File: config.mk
export PLATFORM = sky130hd
export DESIGN_NAME = cpu_datapath
export DESIGN_NICKNAME = d
export VERILOG_FILES = /design/src/lc3b_isa_pkg.sv /design/src/lc3b_ctrl_pkg.sv /design/src/pipe_stage_if.sv /design/src/cpu_datapath.sv /design/src/writeback_module.sv /design/src/memory_module.sv /design/src/execution_module.sv /design/src/instruction_decode.sv /design/src/instruction_fetch.sv
export VERILOG_INCLUDE_DIRS = /design/src
export SDC_FILE = /design/constraint.sdc
export NUM_CORES = 1
export LEC_CHECK = 0
export ABC_CLOCK_PERIOD_IN_PS = 5430
export BUFFER_PORTS_ARGS = -buffer_cell sky130_fd_sc_hd__buf_2
export CORE_MARGIN = 8
export CORE_UTILIZATION = 55
export DETAILED_ROUTE_END_ITERATION = 7
export GPL_TIMING_DRIVEN = 0
export PLACE_DENSITY = 0.78
export SETUP_SLACK_MARGIN = 0.05
export SLEW_MARGIN = 20
export SYNTH_ARGS = -nofsm -noshare
export SYNTH_HDL_FRONTEND = slang
export SYNTH_HIERARCHICAL = 1
export SYNTH_SLANG_ARGS = --single-unit
export TNS_END_PERCENT = 5
File: constraint.sdc
create_clock -name clk -period 5.43 [get_ports clk]
set_clock_uncertainty 0.15 [all_clocks]
set_input_delay 0.2715 -clock clk [delete_from_list [all_inputs] [get_ports clk]]
set_output_delay 0.2715 -clock clk [all_outputs]
set_load 0.05 [all_outputs]
File: src/lc3b_defs.svh
`ifndef LC3B_DEFS_SVH
`define LC3B_DEFS_SVH

// first fetch address out of reset.
`define LC3B_RESET_PC 16'h0000

// general purpose registers r0..r7.
`define LC3B_NUM_REGS 8

`endif
File: src/lc3b_isa_pkg.sv
`default_nettype none

package lc3b_isa_pkg;

	// data and address are the same width on lc-3b.
	typedef logic [15:0] lc3b_word;

	typedef logic [2:0] lc3b_reg;

	// architectural encodings, only the implemented subset.
	typedef enum logic [3:0] {
		op_br  = 4'b0000,
		op_add = 4'b0001,
		op_ldb = 4'b0010,
		op_stb = 4'b0011,
		op_and = 4'b0101,
		op_ldr = 4'b0110,
		op_str = 4'b0111,
		op_not = 4'b1001,
		op_jmp = 4'b1100,
		op_lea = 4'b1110
	} lc3b_opcode;

endpackage : lc3b_isa_pkg

`default_nettype wire

File: src/lc3b_ctrl_pkg.sv
`default_nettype none

package lc3b_ctrl_pkg;

	typedef enum logic [1:0] {
		alu_pass = 2'b00,
		alu_add  = 2'b01,
		alu_and  = 2'b10,
		alu_not  = 2'b11
	} alu_op_t;

	typedef enum logic [1:0] {
		pc_seq    = 2'b00,
		pc_branch = 2'b01,
		pc_reg    = 2'b10 // jmp base register.
	} pcmux_sel_t;

	typedef enum logic [1:0] {
		rf_alu   = 2'b00,
		rf_load  = 2'b01,
		rf_adder = 2'b10
	} regfilemux_sel_t;

	// all zero is a nop.
	typedef struct packed {
		lc3b_isa_pkg::lc3b_opcode opcode;
		alu_op_t                  alu_op;
		pcmux_sel_t               pcmux_sel;
		regfilemux_sel_t          regfilemux_sel;
		logic                     regfile_load;
		logic                     mem_read;
		logic                     mem_write;
		logic                     byte_op;
		logic                     set_cc;
		logic                     is_branch;
	} lc3b_control;

endpackage : lc3b_ctrl_pkg

`default_nettype wire

File: src/pipe_stage_if.sv
`default_nettype none
`timescale 1ns/1ps

// one pipeline register, written by the upstream stage every clock.
interface pipe_stage_if;

	lc3b_isa_pkg::lc3b_word    ir;
	lc3b_isa_pkg::lc3b_word    pc; // next sequential pc.
	lc3b_ctrl_pkg::lc3b_control ctrl;
	lc3b_isa_pkg::lc3b_word    a;  // sr1, later alu or address result.
	lc3b_isa_pkg::lc3b_word    b;  // sr2, later store or load data.

	modport src (
		output ir,
		output pc,
		output ctrl,
		output a,
		output b
	);

	modport dst (
		input ir,
		input pc,
		input ctrl,
		input a,
		input b
	);

endinterface : pipe_stage_if

`default_nettype wire

File: src/cpu_datapath.sv
`default_nettype none
`timescale 1ns/1ps

module cpu_datapath (
	input  wire                    clk,
	input  wire                    rst_n,
	output lc3b_isa_pkg::lc3b_word mem_addr1,
	input  lc3b_isa_pkg::lc3b_word mem_rdata1,
	output lc3b_isa_pkg::lc3b_word mem_addr2,
	output logic                   mem_read2,
	output logic                   mem_write2,
	output lc3b_isa_pkg::lc3b_word mem_wdata2,
	output logic [1:0]             mem_byte_enable2,
	input  lc3b_isa_pkg::lc3b_word mem_rdata2
);

	lc3b_isa_pkg::lc3b_word ifid_ir;
	lc3b_isa_pkg::lc3b_word ifid_pc;

	// writeback return path.
	logic                   wb_load;
	lc3b_isa_pkg::lc3b_reg  wb_dest;
	lc3b_isa_pkg::lc3b_word wb_data;
	logic                   branch_taken;
	lc3b_isa_pkg::lc3b_word target;

	pipe_stage_if id_ex ();
	pipe_stage_if ex_mem ();
	pipe_stage_if mem_wb ();

	instruction_fetch if_stage (
		.clk          (clk),
		.rst_n        (rst_n),
		.branch_taken (branch_taken),
		.target       (target),
		.imem_rdata   (mem_rdata1),
		.pc           (mem_addr1),
		.ifid_ir      (ifid_ir),
		.ifid_pc      (ifid_pc)
	);

	instruction_decode id_stage (
		.clk     (clk),
		.rst_n   (rst_n),
		.ir      (ifid_ir),
		.pc      (ifid_pc),
		.wb_load (wb_load),
		.wb_dest (wb_dest),
		.wb_data (wb_data),
		.id_ex   (id_ex.src)
	);

	execution_module ex_stage (
		.clk    (clk),
		.rst_n  (rst_n),
		.id_ex  (id_ex.dst),
		.ex_mem (ex_mem.src)
	);

	memory_module mem_stage (
		.clk              (clk),
		.rst_n            (rst_n),
		.ex_mem           (ex_mem.dst),
		.dmem_rdata       (mem_rdata2),
		.dmem_addr        (mem_addr2),
		.dmem_read        (mem_read2),
		.dmem_write       (mem_write2),
		.dmem_wdata       (mem_wdata2),
		.dmem_byte_enable (mem_byte_enable2),
		.mem_wb           (mem_wb.src)
	);

	writeback_module wb_stage (
		.clk          (clk),
		.rst_n        (rst_n),
		.mem_wb       (mem_wb.dst),
		.wb_load      (wb_load),
		.wb_dest      (wb_dest),
		.wb_data      (wb_data),
		.branch_taken (branch_taken),
		.target       (target)
	);

endmodule : cpu_datapath

`default_nettype wire

File: src/writeback_module.sv
`default_nettype none
`timescale 1ns/1ps

module writeback_module (
	input  wire                    clk,
	input  wire                    rst_n,
	pipe_stage_if.dst              mem_wb,
	output logic                   wb_load,
	output lc3b_isa_pkg::lc3b_reg  wb_dest,
	output lc3b_isa_pkg::lc3b_word wb_data,
	output logic                   branch_taken,
	output lc3b_isa_pkg::lc3b_word target
);

	logic [2:0] cc; // n z p.
	logic [2:0] cc_next;
	logic       cond_met;

	always_comb begin
		case (mem_wb.ctrl.regfilemux_sel)
			lc3b_ctrl_pkg::rf_load: wb_data = mem_wb.b;
			default:                wb_data = mem_wb.a; // alu result or lea address.
		endcase
	end

	assign wb_load = mem_wb.ctrl.regfile_load;
	assign wb_dest = mem_wb.ir[11:9];

	always_comb begin
		if (wb_data[15])
			cc_next = 3'b100;
		else if (wb_data == '0)
			cc_next = 3'b010;
		else
			cc_next = 3'b001;
	end

	always_ff @(posedge clk or negedge rst_n) begin
		if (!rst_n)
			cc <= 3'b010;
		else if (mem_wb.ctrl.set_cc)
			cc <= cc_next;
	end

	// br tests the codes left by older instructions.
	assign cond_met = |(mem_wb.ir[11:9] & cc);

	assign branch_taken =
		(mem_wb.ctrl.is_branch && mem_wb.ctrl.pcmux_sel == lc3b_ctrl_pkg::pc_branch && cond_met) ||
		(mem_wb.ctrl.pcmux_sel == lc3b_ctrl_pkg::pc_reg);

	assign target = mem_wb.a; // br target or jmp base.

endmodule : writeback_module

`default_nettype wire

File: src/memory_module.sv
`default_nettype none
`timescale 1ns/1ps

module memory_module (
	input  wire                    clk,
	input  wire                    rst_n,
	pipe_stage_if.dst              ex_mem,
	input  lc3b_isa_pkg::lc3b_word dmem_rdata,
	output lc3b_isa_pkg::lc3b_word dmem_addr,
	output logic                   dmem_read,
	output logic                   dmem_write,
	output lc3b_isa_pkg::lc3b_word dmem_wdata,
	output logic [1:0]             dmem_byte_enable,
	pipe_stage_if.src              mem_wb
);

	lc3b_isa_pkg::lc3b_word load_data;

	assign dmem_addr  = ex_mem.a;
	assign dmem_read  = ex_mem.ctrl.mem_read;
	assign dmem_write = ex_mem.ctrl.mem_write;

	// stb puts the byte on both lanes, memory takes the enabled one.
	assign dmem_wdata = ex_mem.ctrl.byte_op ? {ex_mem.b[7:0], ex_mem.b[7:0]} : ex_mem.b;

	always_comb begin
		if (!ex_mem.ctrl.mem_write)
			dmem_byte_enable = 2'b00;
		else if (ex_mem.ctrl.byte_op)
			dmem_byte_enable = ex_mem.a[0] ? 2'b10 : 2'b01;
		else
			dmem_byte_enable = 2'b11;
	end

	// ldb zero-extends the addressed byte.
	always_comb begin
		if (ex_mem.ctrl.byte_op)
			load_data = {8'h00, ex_mem.a[0] ? dmem_rdata[15:8] : dmem_rdata[7:0]};
		else
			load_data = dmem_rdata;
	end

	always_ff @(posedge clk or negedge rst_n) begin
		if (!rst_n)
			mem_wb.ctrl <= '0;
		else
			mem_wb.ctrl <= ex_mem.ctrl;
	end

	always_ff @(posedge clk) begin
		mem_wb.ir <= ex_mem.ir;
		mem_wb.pc <= ex_mem.pc;
		mem_wb.a  <= ex_mem.a;
		mem_wb.b  <= load_data;
	end

	rw_exclusive: assert property (@(posedge clk) disable iff (!rst_n)
		!(dmem_read && dmem_write));

endmodule : memory_module

`default_nettype wire

File: src/execution_module.sv
`default_nettype none
`timescale 1ns/1ps

module execution_module (
	input wire        clk,
	input wire        rst_n,
	pipe_stage_if.dst id_ex,
	pipe_stage_if.src ex_mem
);

	lc3b_isa_pkg::lc3b_word imm5;
	lc3b_isa_pkg::lc3b_word off6;
	lc3b_isa_pkg::lc3b_word off9;
	lc3b_isa_pkg::lc3b_word alu_b;
	lc3b_isa_pkg::lc3b_word alu_out;
	lc3b_isa_pkg::lc3b_word addr;
	logic                   use_addr;

	assign imm5 = {{11{id_ex.ir[4]}}, id_ex.ir[4:0]};
	assign off6 = {{10{id_ex.ir[5]}}, id_ex.ir[5:0]};
	assign off9 = {{7{id_ex.ir[8]}}, id_ex.ir[8:0]};

	assign alu_b = id_ex.ir[5] ? imm5 : id_ex.b;

	always_comb begin
		case (id_ex.ctrl.alu_op)
			lc3b_ctrl_pkg::alu_add: alu_out = id_ex.a + alu_b;
			lc3b_ctrl_pkg::alu_and: alu_out = id_ex.a & alu_b;
			lc3b_ctrl_pkg::alu_not: alu_out = ~id_ex.a;
			default:                alu_out = id_ex.a;
		endcase
	end

	// br and lea are pc relative, byte accesses use an unscaled offset.
	always_comb begin
		if (id_ex.ctrl.is_branch || id_ex.ctrl.regfilemux_sel == lc3b_ctrl_pkg::rf_adder)
			addr = id_ex.pc + {off9[14:0], 1'b0};
		else if (id_ex.ctrl.byte_op)
			addr = id_ex.a + off6;
		else
			addr = id_ex.a + {off6[14:0], 1'b0};
	end

	assign use_addr = id_ex.ctrl.mem_read | id_ex.ctrl.mem_write | id_ex.ctrl.is_branch |
		(id_ex.ctrl.regfilemux_sel == lc3b_ctrl_pkg::rf_adder);

	always_ff @(posedge clk or negedge rst_n) begin
		if (!rst_n)
			ex_mem.ctrl <= '0;
		else
			ex_mem.ctrl <= id_ex.ctrl;
	end

	always_ff @(posedge clk) begin
		ex_mem.ir <= id_ex.ir;
		ex_mem.pc <= id_ex.pc;
		ex_mem.a  <= use_addr ? addr : alu_out;
		ex_mem.b  <= id_ex.b; // store data.
	end

	// decode must only flag byte lanes for the byte opcodes.
	byte_op_legal: assert property (@(posedge clk) disable iff (!rst_n)
		id_ex.ctrl.byte_op |->
			(id_ex.ctrl.opcode inside {lc3b_isa_pkg::op_ldb, lc3b_isa_pkg::op_stb}));

endmodule : execution_module

`default_nettype wire

File: src/instruction_decode.sv
`default_nettype none
`timescale 1ns/1ps
`include "lc3b_defs.svh"

module instruction_decode (
	input  wire                    clk,
	input  wire                    rst_n,
	input  lc3b_isa_pkg::lc3b_word ir,
	input  lc3b_isa_pkg::lc3b_word pc,
	input  wire                    wb_load,
	input  lc3b_isa_pkg::lc3b_reg  wb_dest,
	input  lc3b_isa_pkg::lc3b_word wb_data,
	pipe_stage_if.src              id_ex
);

	lc3b_isa_pkg::lc3b_opcode   opcode;
	lc3b_ctrl_pkg::lc3b_control ctrl;
	lc3b_isa_pkg::lc3b_reg      sr1;
	lc3b_isa_pkg::lc3b_reg      sr2;
	lc3b_isa_pkg::lc3b_word     sr1_data;
	lc3b_isa_pkg::lc3b_word     sr2_data;
	lc3b_isa_pkg::lc3b_word     regs [`LC3B_NUM_REGS];

	assign opcode = lc3b_isa_pkg::lc3b_opcode'(ir[15:12]);

	always_comb begin
		ctrl = '0;
		case (opcode)
			lc3b_isa_pkg::op_add: begin
				ctrl.opcode       = opcode;
				ctrl.alu_op       = lc3b_ctrl_pkg::alu_add;
				ctrl.regfile_load = 1'b1;
			end
			lc3b_isa_pkg::op_and: begin
				ctrl.opcode       = opcode;
				ctrl.alu_op       = lc3b_ctrl_pkg::alu_and;
				ctrl.regfile_load = 1'b1;
			end
			lc3b_isa_pkg::op_not: begin
				ctrl.opcode       = opcode;
				ctrl.alu_op       = lc3b_ctrl_pkg::alu_not;
				ctrl.regfile_load = 1'b1;
			end
			lc3b_isa_pkg::op_br: begin
				ctrl.opcode    = opcode;
				ctrl.pcmux_sel = lc3b_ctrl_pkg::pc_branch;
				ctrl.is_branch = 1'b1;
			end
			lc3b_isa_pkg::op_jmp: begin
				ctrl.opcode    = opcode;
				ctrl.alu_op    = lc3b_ctrl_pkg::alu_pass;
				ctrl.pcmux_sel = lc3b_ctrl_pkg::pc_reg;
			end
			lc3b_isa_pkg::op_lea: begin
				ctrl.opcode         = opcode;
				ctrl.regfilemux_sel = lc3b_ctrl_pkg::rf_adder;
				ctrl.regfile_load   = 1'b1;
			end
			lc3b_isa_pkg::op_ldr, lc3b_isa_pkg::op_ldb: begin
				ctrl.opcode         = opcode;
				ctrl.regfilemux_sel = lc3b_ctrl_pkg::rf_load;
				ctrl.regfile_load   = 1'b1;
				ctrl.mem_read       = 1'b1;
				ctrl.byte_op        = (opcode == lc3b_isa_pkg::op_ldb);
			end
			lc3b_isa_pkg::op_str, lc3b_isa_pkg::op_stb: begin
				ctrl.opcode    = opcode;
				ctrl.mem_write = 1'b1;
				ctrl.byte_op   = (opcode == lc3b_isa_pkg::op_stb);
			end
			default: ctrl = '0; // unsupported, becomes a nop.
		endcase
		ctrl.set_cc = ctrl.regfile_load;
	end

	// stores read the source register from the dr field.
	assign sr1 = ir[8:6];
	assign sr2 = ctrl.mem_write ? ir[11:9] : ir[2:0];

	// write-first, so the third instruction after a write sees it.
	assign sr1_data = (wb_load && wb_dest == sr1) ? wb_data : regs[sr1];
	assign sr2_data = (wb_load && wb_dest == sr2) ? wb_data : regs[sr2];

	always_ff @(posedge clk) begin
		if (wb_load)
			regs[wb_dest] <= wb_data;
	end

	always_ff @(posedge clk or negedge rst_n) begin
		if (!rst_n)
			id_ex.ctrl <= '0;
		else
			id_ex.ctrl <= ctrl;
	end

	always_ff @(posedge clk) begin
		id_ex.ir <= ir;
		id_ex.pc <= pc;
		id_ex.a  <= sr1_data;
		id_ex.b  <= sr2_data;
	end

endmodule : instruction_decode

`default_nettype wire

File: src/instruction_fetch.sv
`default_nettype none
`timescale 1ns/1ps
`include "lc3b_defs.svh"

module instruction_fetch (
	input  wire                     clk,
	input  wire                     rst_n,
	input  wire                     branch_taken,
	input  lc3b_isa_pkg::lc3b_word  target,
	input  lc3b_isa_pkg::lc3b_word  imem_rdata,
	output lc3b_isa_pkg::lc3b_word  pc,
	output lc3b_isa_pkg::lc3b_word  ifid_ir,
	output lc3b_isa_pkg::lc3b_word  ifid_pc
);

	lc3b_isa_pkg::lc3b_word pc_plus2;

	assign pc_plus2 = pc + 16'd2;

	// branch and jmp resolve in writeback.
	always_ff @(posedge clk or negedge rst_n) begin
		if (!rst_n) begin
			pc      <= `LC3B_RESET_PC;
			ifid_ir <= '0; // br with nzp=000, never taken.
		end else begin
			pc      <= branch_taken ? target : pc_plus2;
			ifid_ir <= imem_rdata;
		end
	end

	always_ff @(posedge clk) begin
		ifid_pc <= pc_plus2;
	end

	// targets come from execute, so an odd one means a bad offset path.
	pc_even: assert property (@(posedge clk) disable iff (!rst_n) pc[0] == 1'b0);

endmodule : instruction_fetch

`default_nettype wire

Word level (Yosys, flattened, before mapping)
Memories as Yosys holds them, arrays and structs flattened. A register that Yosys moved wholly into a read port is not among the register bits.
Index checks and enable logic that the tools add are counted.
{"block": "word_totals", "mem_count": 1, "regBits": 193, "inputBits": 34, "out_inout_bits": 52, "ramBits": 128}
{"block": "op_classes", "n_mux": 26, "n_bitwise": 6, "reduce_logical": 10, "eq_ne": 16, "n_addsub": 5}
{"name": "id_stage.regs", "depth": 8, "word_bits": 16, "rd": 2, "rd_clocked_by_memory_dff": 2, "write_ports": 1, "line_no": "instruction_decode.sv:22", "rtl": "lc3b_isa_pkg::lc3b_word regs [`LC3B_NUM_REGS];"}
{"operator": "16-bit 2-to-1 mux", "n": 7}
{"operator": "16-bit adder", "n": 4}
{"operator": "16-bit case mux with 3 select lines", "n": 1}
{"operator": "16-bit by 2-bit adder with 16-bit output, second input constant", "n": 1}
{"operator": "16-bit AND", "n": 1}
{"operator": "16-bit logical NOT", "n": 1}
{"operator": "8-bit 2-to-1 mux", "n": 2}
{"operator": "16-bit NOT", "n": 1}
{"operator": "4-bit by 3-bit equality test with 1-bit output, second input constant", "n": 3}
{"operator": "4-bit equality test, second input constant", "n": 3}
{"operator": "2-bit equality test, second input constant", "n": 4}
{"operator": "4-bit by 2-bit equality test with 1-bit output, second input constant", "n": 2}
{"operator": "2-bit 2-to-1 mux", "n": 4}
{"operator": "2-bit case mux with 2 select lines", "n": 2}
{"operator": "2-bit by 1-bit equality test with 1-bit output, second input constant", "n": 3}
{"operator": "1-bit 2-to-1 mux", "n": 6}
{"operator": "3-bit 2-to-1 mux", "n": 2}
{"operator": "2-bit case mux with 3 select lines", "n": 1}
{"operator": "6-bit OR reduction", "n": 1}
{"operator": "4-bit by 1-bit equality test with 1-bit output, second input constant", "n": 1}
{"operator": "4-bit logical NOT", "n": 1}
{"operator": "2-bit OR reduction", "n": 2}
{"operator": "3-bit AND", "n": 1}
{"operator": "1-bit bitwise OR", "n": 3}
{"operator": "other kinds (4)", "n": 6}

Longest topological paths before layout
{"block": "depth", "depth_word": 5, "mapped_depth": 15}

Hierarchy
The synthesis kept the hierarchy.
{"module": "instruction_decode", "instances": 1, "area_per_inst_um2": 7293.2, "seq_area_each_um2": 4869.7, "cells_each": 339}
{"module": "execution_module", "instances": 1, "area_per_inst_um2": 4793.3, "seq_area_each_um2": 1681.6, "cells_each": 538}
{"module": "memory_module", "instances": 1, "area_per_inst_um2": 2200.9, "seq_area_each_um2": 1681.6, "cells_each": 136}
{"module": "instruction_fetch", "instances": 1, "area_per_inst_um2": 1580.3, "seq_area_each_um2": 1121.1, "cells_each": 107}
{"module": "writeback_module", "instances": 1, "area_per_inst_um2": 589.3, "seq_area_each_um2": 76.3, "cells_each": 63}

Worst setup path after synthesis
OpenSTA, ideal clock, no wires.
{"block": "synth_timing", "path_type": "reg2reg", "startpoint": "register with a tool-made name", "endpoint": "register ex_stage.ex_mem.a[10]", "path_stages_with_launch": 16, "required_ps": 5153, "path_slack_ps": 1621, "synth_period_minus_slack_ps": 3809, "t_arrival_ps": 3532, "setup_ps": 127, "path_cell_list": "dfxtp_1 -> buf_6 -> buf_6 -> mux4_2 -> mux2_2 -> mux2_2 -> ha_1 -> fa_1 -> a21oi_2 -> o21ai_1 -> a2111oi_2 -> o31ai_1 -> xor2_1 -> mux2_2 -> o21ai_1 -> o211ai_1"}
{"element": "end signal, assigned", "line_no": "execution_module.sv:57", "rtl": "ex_mem.a <= use_addr ? addr : alu_out;"}
{"element": "end, declared", "line_no": "pipe_stage_if.sv:17", "rtl": "output a,"}

Worst setup path after layout
{"block": "layout_timing", "startpoint": "register id_stage.id_ex.ir[8]", "endpoint": "register ex_stage.ex_mem.a[12]"}
{"block": "layout_between", "elab_chain_cells": 3}
{"element": "start, declared", "line_no": "pipe_stage_if.sv:14", "rtl": "output ir,"}
{"element": "16-bit adder", "line_no": "execution_module.sv:37", "rtl": "addr = id_ex.pc + {off9[14:0], 1'b0};"}
{"element": "16-bit 2-to-1 mux", "line_no": "execution_module.sv:36", "rtl": "if (id_ex.ctrl.is_branch || id_ex.ctrl.regfilemux_sel == lc3b_ctrl_pkg::rf_adder)"}
{"element": "16-bit 2-to-1 mux", "line_no": "execution_module.sv:57"}
No other way between the ends.
A chain may end at the register's enable or synchronous reset.

==> reports/qor.txt <==
Detail Route Antenna Nets: 0
Period utilization: 0.887
TritonRoute pass-1 iters: 5
Req. time, crit path: 5.70 ns
Pins over their slew limit: 0
Worst Max-Slew Pin Slew: 0.870 ns
# setup viols final: 0
Final Power: 7.09 mW
Worst VDD drop: 0.291 mV
Number of top-level pins: 86
Largest net degree at the start of global routing: 62
Die X: 179 µm
Max FFs per register: 128
CTS buffer count: 30
Critical path cell sequence: buf_1 -> mux4_1 -> mux2_2 -> ha_1 -> fa_1 -> a21oi_2 -> o21ai_1 -> a2111oi_2 -> nor3_1 -> o21ai_0 -> o31ai_1 -> a221oi_1 -> o211ai_1
Share of cells above drive strength 1: 0.265
Worst setup SP type: flip-flop
Slowest cell delay on critical path: 0.72 ns
Site Rows: 60
Fmax: 208 MHz
Status: complete, no violations
Crit end category: flip-flop
Area of the multi-input gates: 6230 µm²
CTS tree: done
DRT Wirelength: 37400 µm
Seq. cell area: 7710 µm²
Via/cell ratio: 6.08
Setup CP Type: flip-flop to flip-flop
Residual DRC: 0
RePlAce Congestion: 0.956
Period minus WS final: 4.82 ns
Initial antenna violation count: 5
Fin Setup TNS: 0 ns
CTS Sinks: 306
Clk slew on worst S/H paths: 0.06 ns
Mean Syn Cell Area: 13.4 µm²
Via count: 9910
HPWL after detailed placement: 26600 µm
Fillers: 1979
Core ar.: 26600 µm²
Syn nets: 1182
Root Buffer Master: clkbuf_16
Clock buffer depth: 3
Die area: 32200 µm²
Fin. Hold Viols: 0
Vias in the first global route: 9989
Biggest register: id_stage/regs
Congestion Overflow GR: 0
Effective utilization at floorplan: 0.553
Port Buf Inserts: 85
Worst-Skew Late Latency: 0.56 ns
Synthesized area: 14700 µm²
H-Tree Depth: 1
Syn Inst Count: 1093
Pwr/cell area: 415 nW/µm²
Max_cap viols: 0
Routed WL per cell: 23.0 µm
Area delta synth->final: 16.2%
1st-iter DRT viols: 1098
Die Y: 179 µm
First-pass GRT wire length: 56600 µm
Global Route Usage Sum: 0.225
Slowest-stage cell, CP: dfxtp_1
Slew headroom: 0.420
Setup bufs post-CTS: 0
Critical-path maximum fanout: 12
Dpl cell area: 15700 µm²
Nets: 1350
Design Area, Final: 17100 µm²
Static leakage: 6.88 nW
YS warnings: 6
RSZ-0062 raised after global routing: no
Arr. time, crit path: 5.09 ns
Hold Path Class: input port to async pin
==> critical path: cells and delay by family, from the launching register on <==
| family | cells | cell delay (ns) |
|---|---|---|
| AND/OR/NAND/NOR | 1 | 0.13 |
| flip-flops | 1 | 0.72 |
| multiplexers | 2 | 0.74 |
| buffers and inverters | 1 | 0.72 |
| adder cells (fa/ha/maj) | 2 | 0.74 |
| AO/OA/AOI/OAI | 7 | 1.47 |
==> final timing paths <==
kind | depth (start not counted) | startpoint | endpoint | slack [ns]
max in group asynchronous | 2 | rst_n | id_stage/id_ex.ctrl[10] | 4.40
min | 2 | rst_n | if_stage/pc[14] | 0.16
min in group clk | 0 | if_stage/ifid_pc[3] | id_stage/id_ex.pc[3] | 0.17
max | 13 | id_stage/id_ex.ir[8] | ex_stage/ex_mem.a[12] | 0.61
min reg2reg | 0 | if_stage/ifid_pc[3] | id_stage/id_ex.pc[3] | 0.17
max reg2reg | 13 | id_stage/id_ex.ir[8] | ex_stage/ex_mem.a[12] | 0.61
==> placed cells by master (no fill, tap or decap), types with 5 or more instances in the layout <==
cell and instances:
edfxtp_1 128, dfxtp_1 117, buf_2 87, mux2_2 79, dfrtp_1 60, a21oi_1 58, mux4_1 56, buf_4 55
o21ai_0 54, ha_1 51, nand2_1 49, dlygate4sd3_1 41, nor2_1 39, inv_1 37, xnor2_1 34, clkbuf_16 32
clkbuf_1 23, xor2_1 19, buf_6 16, a211oi_1 15, nor2b_1 15, nand2b_1 14, nor3_1 13, nand3_1 12
nor4_1 12, a21o_1 10, mux2_4 10, clkinv_2 9, buf_1 9, mux4_2 8, nand4_1 6, o21a_1 6
nor2_2 6, clkbuf_2 5, a221oi_1 5, o211ai_1 5, mux2i_1 5
==> per-layer routing <==
metal | routed length (µm) | part of all wire | vias up | track usage
met4 | 1310 | 0.035 | 0 | 0.0840
met1 | 15300 | 0.41 | 4902 | 0.294
met2 | 17800 | 0.47 | 483 | 0.367
li1 | - | - | 4449 | -
met3 | 3070 | 0.082 | 76 | 0.0440
met5 | 0 | 0 | - | 0
==> layout make-up <==
class	count	area share
diodes	4	0.000586
plain buffers	93	0.0369
clock buffers	44	0.0515
clock inverters	12	0.00542
inverters	37	0.00814
multi-input cells	657	0.365
flip-flops and latches	306	0.452
well taps	341	0.0250
repair buffers	136	0.0555
==> repair_timing <==
action | 4_1_cts | 5_1_grt
hold buffers | 41 | 0
hold endpoints to repair | 92 | 0
gates resized for setup | 0 | 0
==> report_power, final <==
group          total, mW  internal [mW]  switching, mW
Sequential          3.00           2.78          0.219
Clock               2.03           1.17          0.856
Combinational       2.06          0.799           1.26
==> metrics by stage <==
stage	utilization	setup slack (ns)	hold slack (ns)	cells
CTS	0.642	0.678	0.176	1626
global placement	0.585	0.847	0.160	1519
finish	0.642	0.612	0.158	1630
global route	0.642	0.460	0.182	1629
detailed placement	0.590	0.758	0.162	1529
floorplan	-	1.62	-0.174	1093
Note: power is estimated with default switching activity, not from simulation.
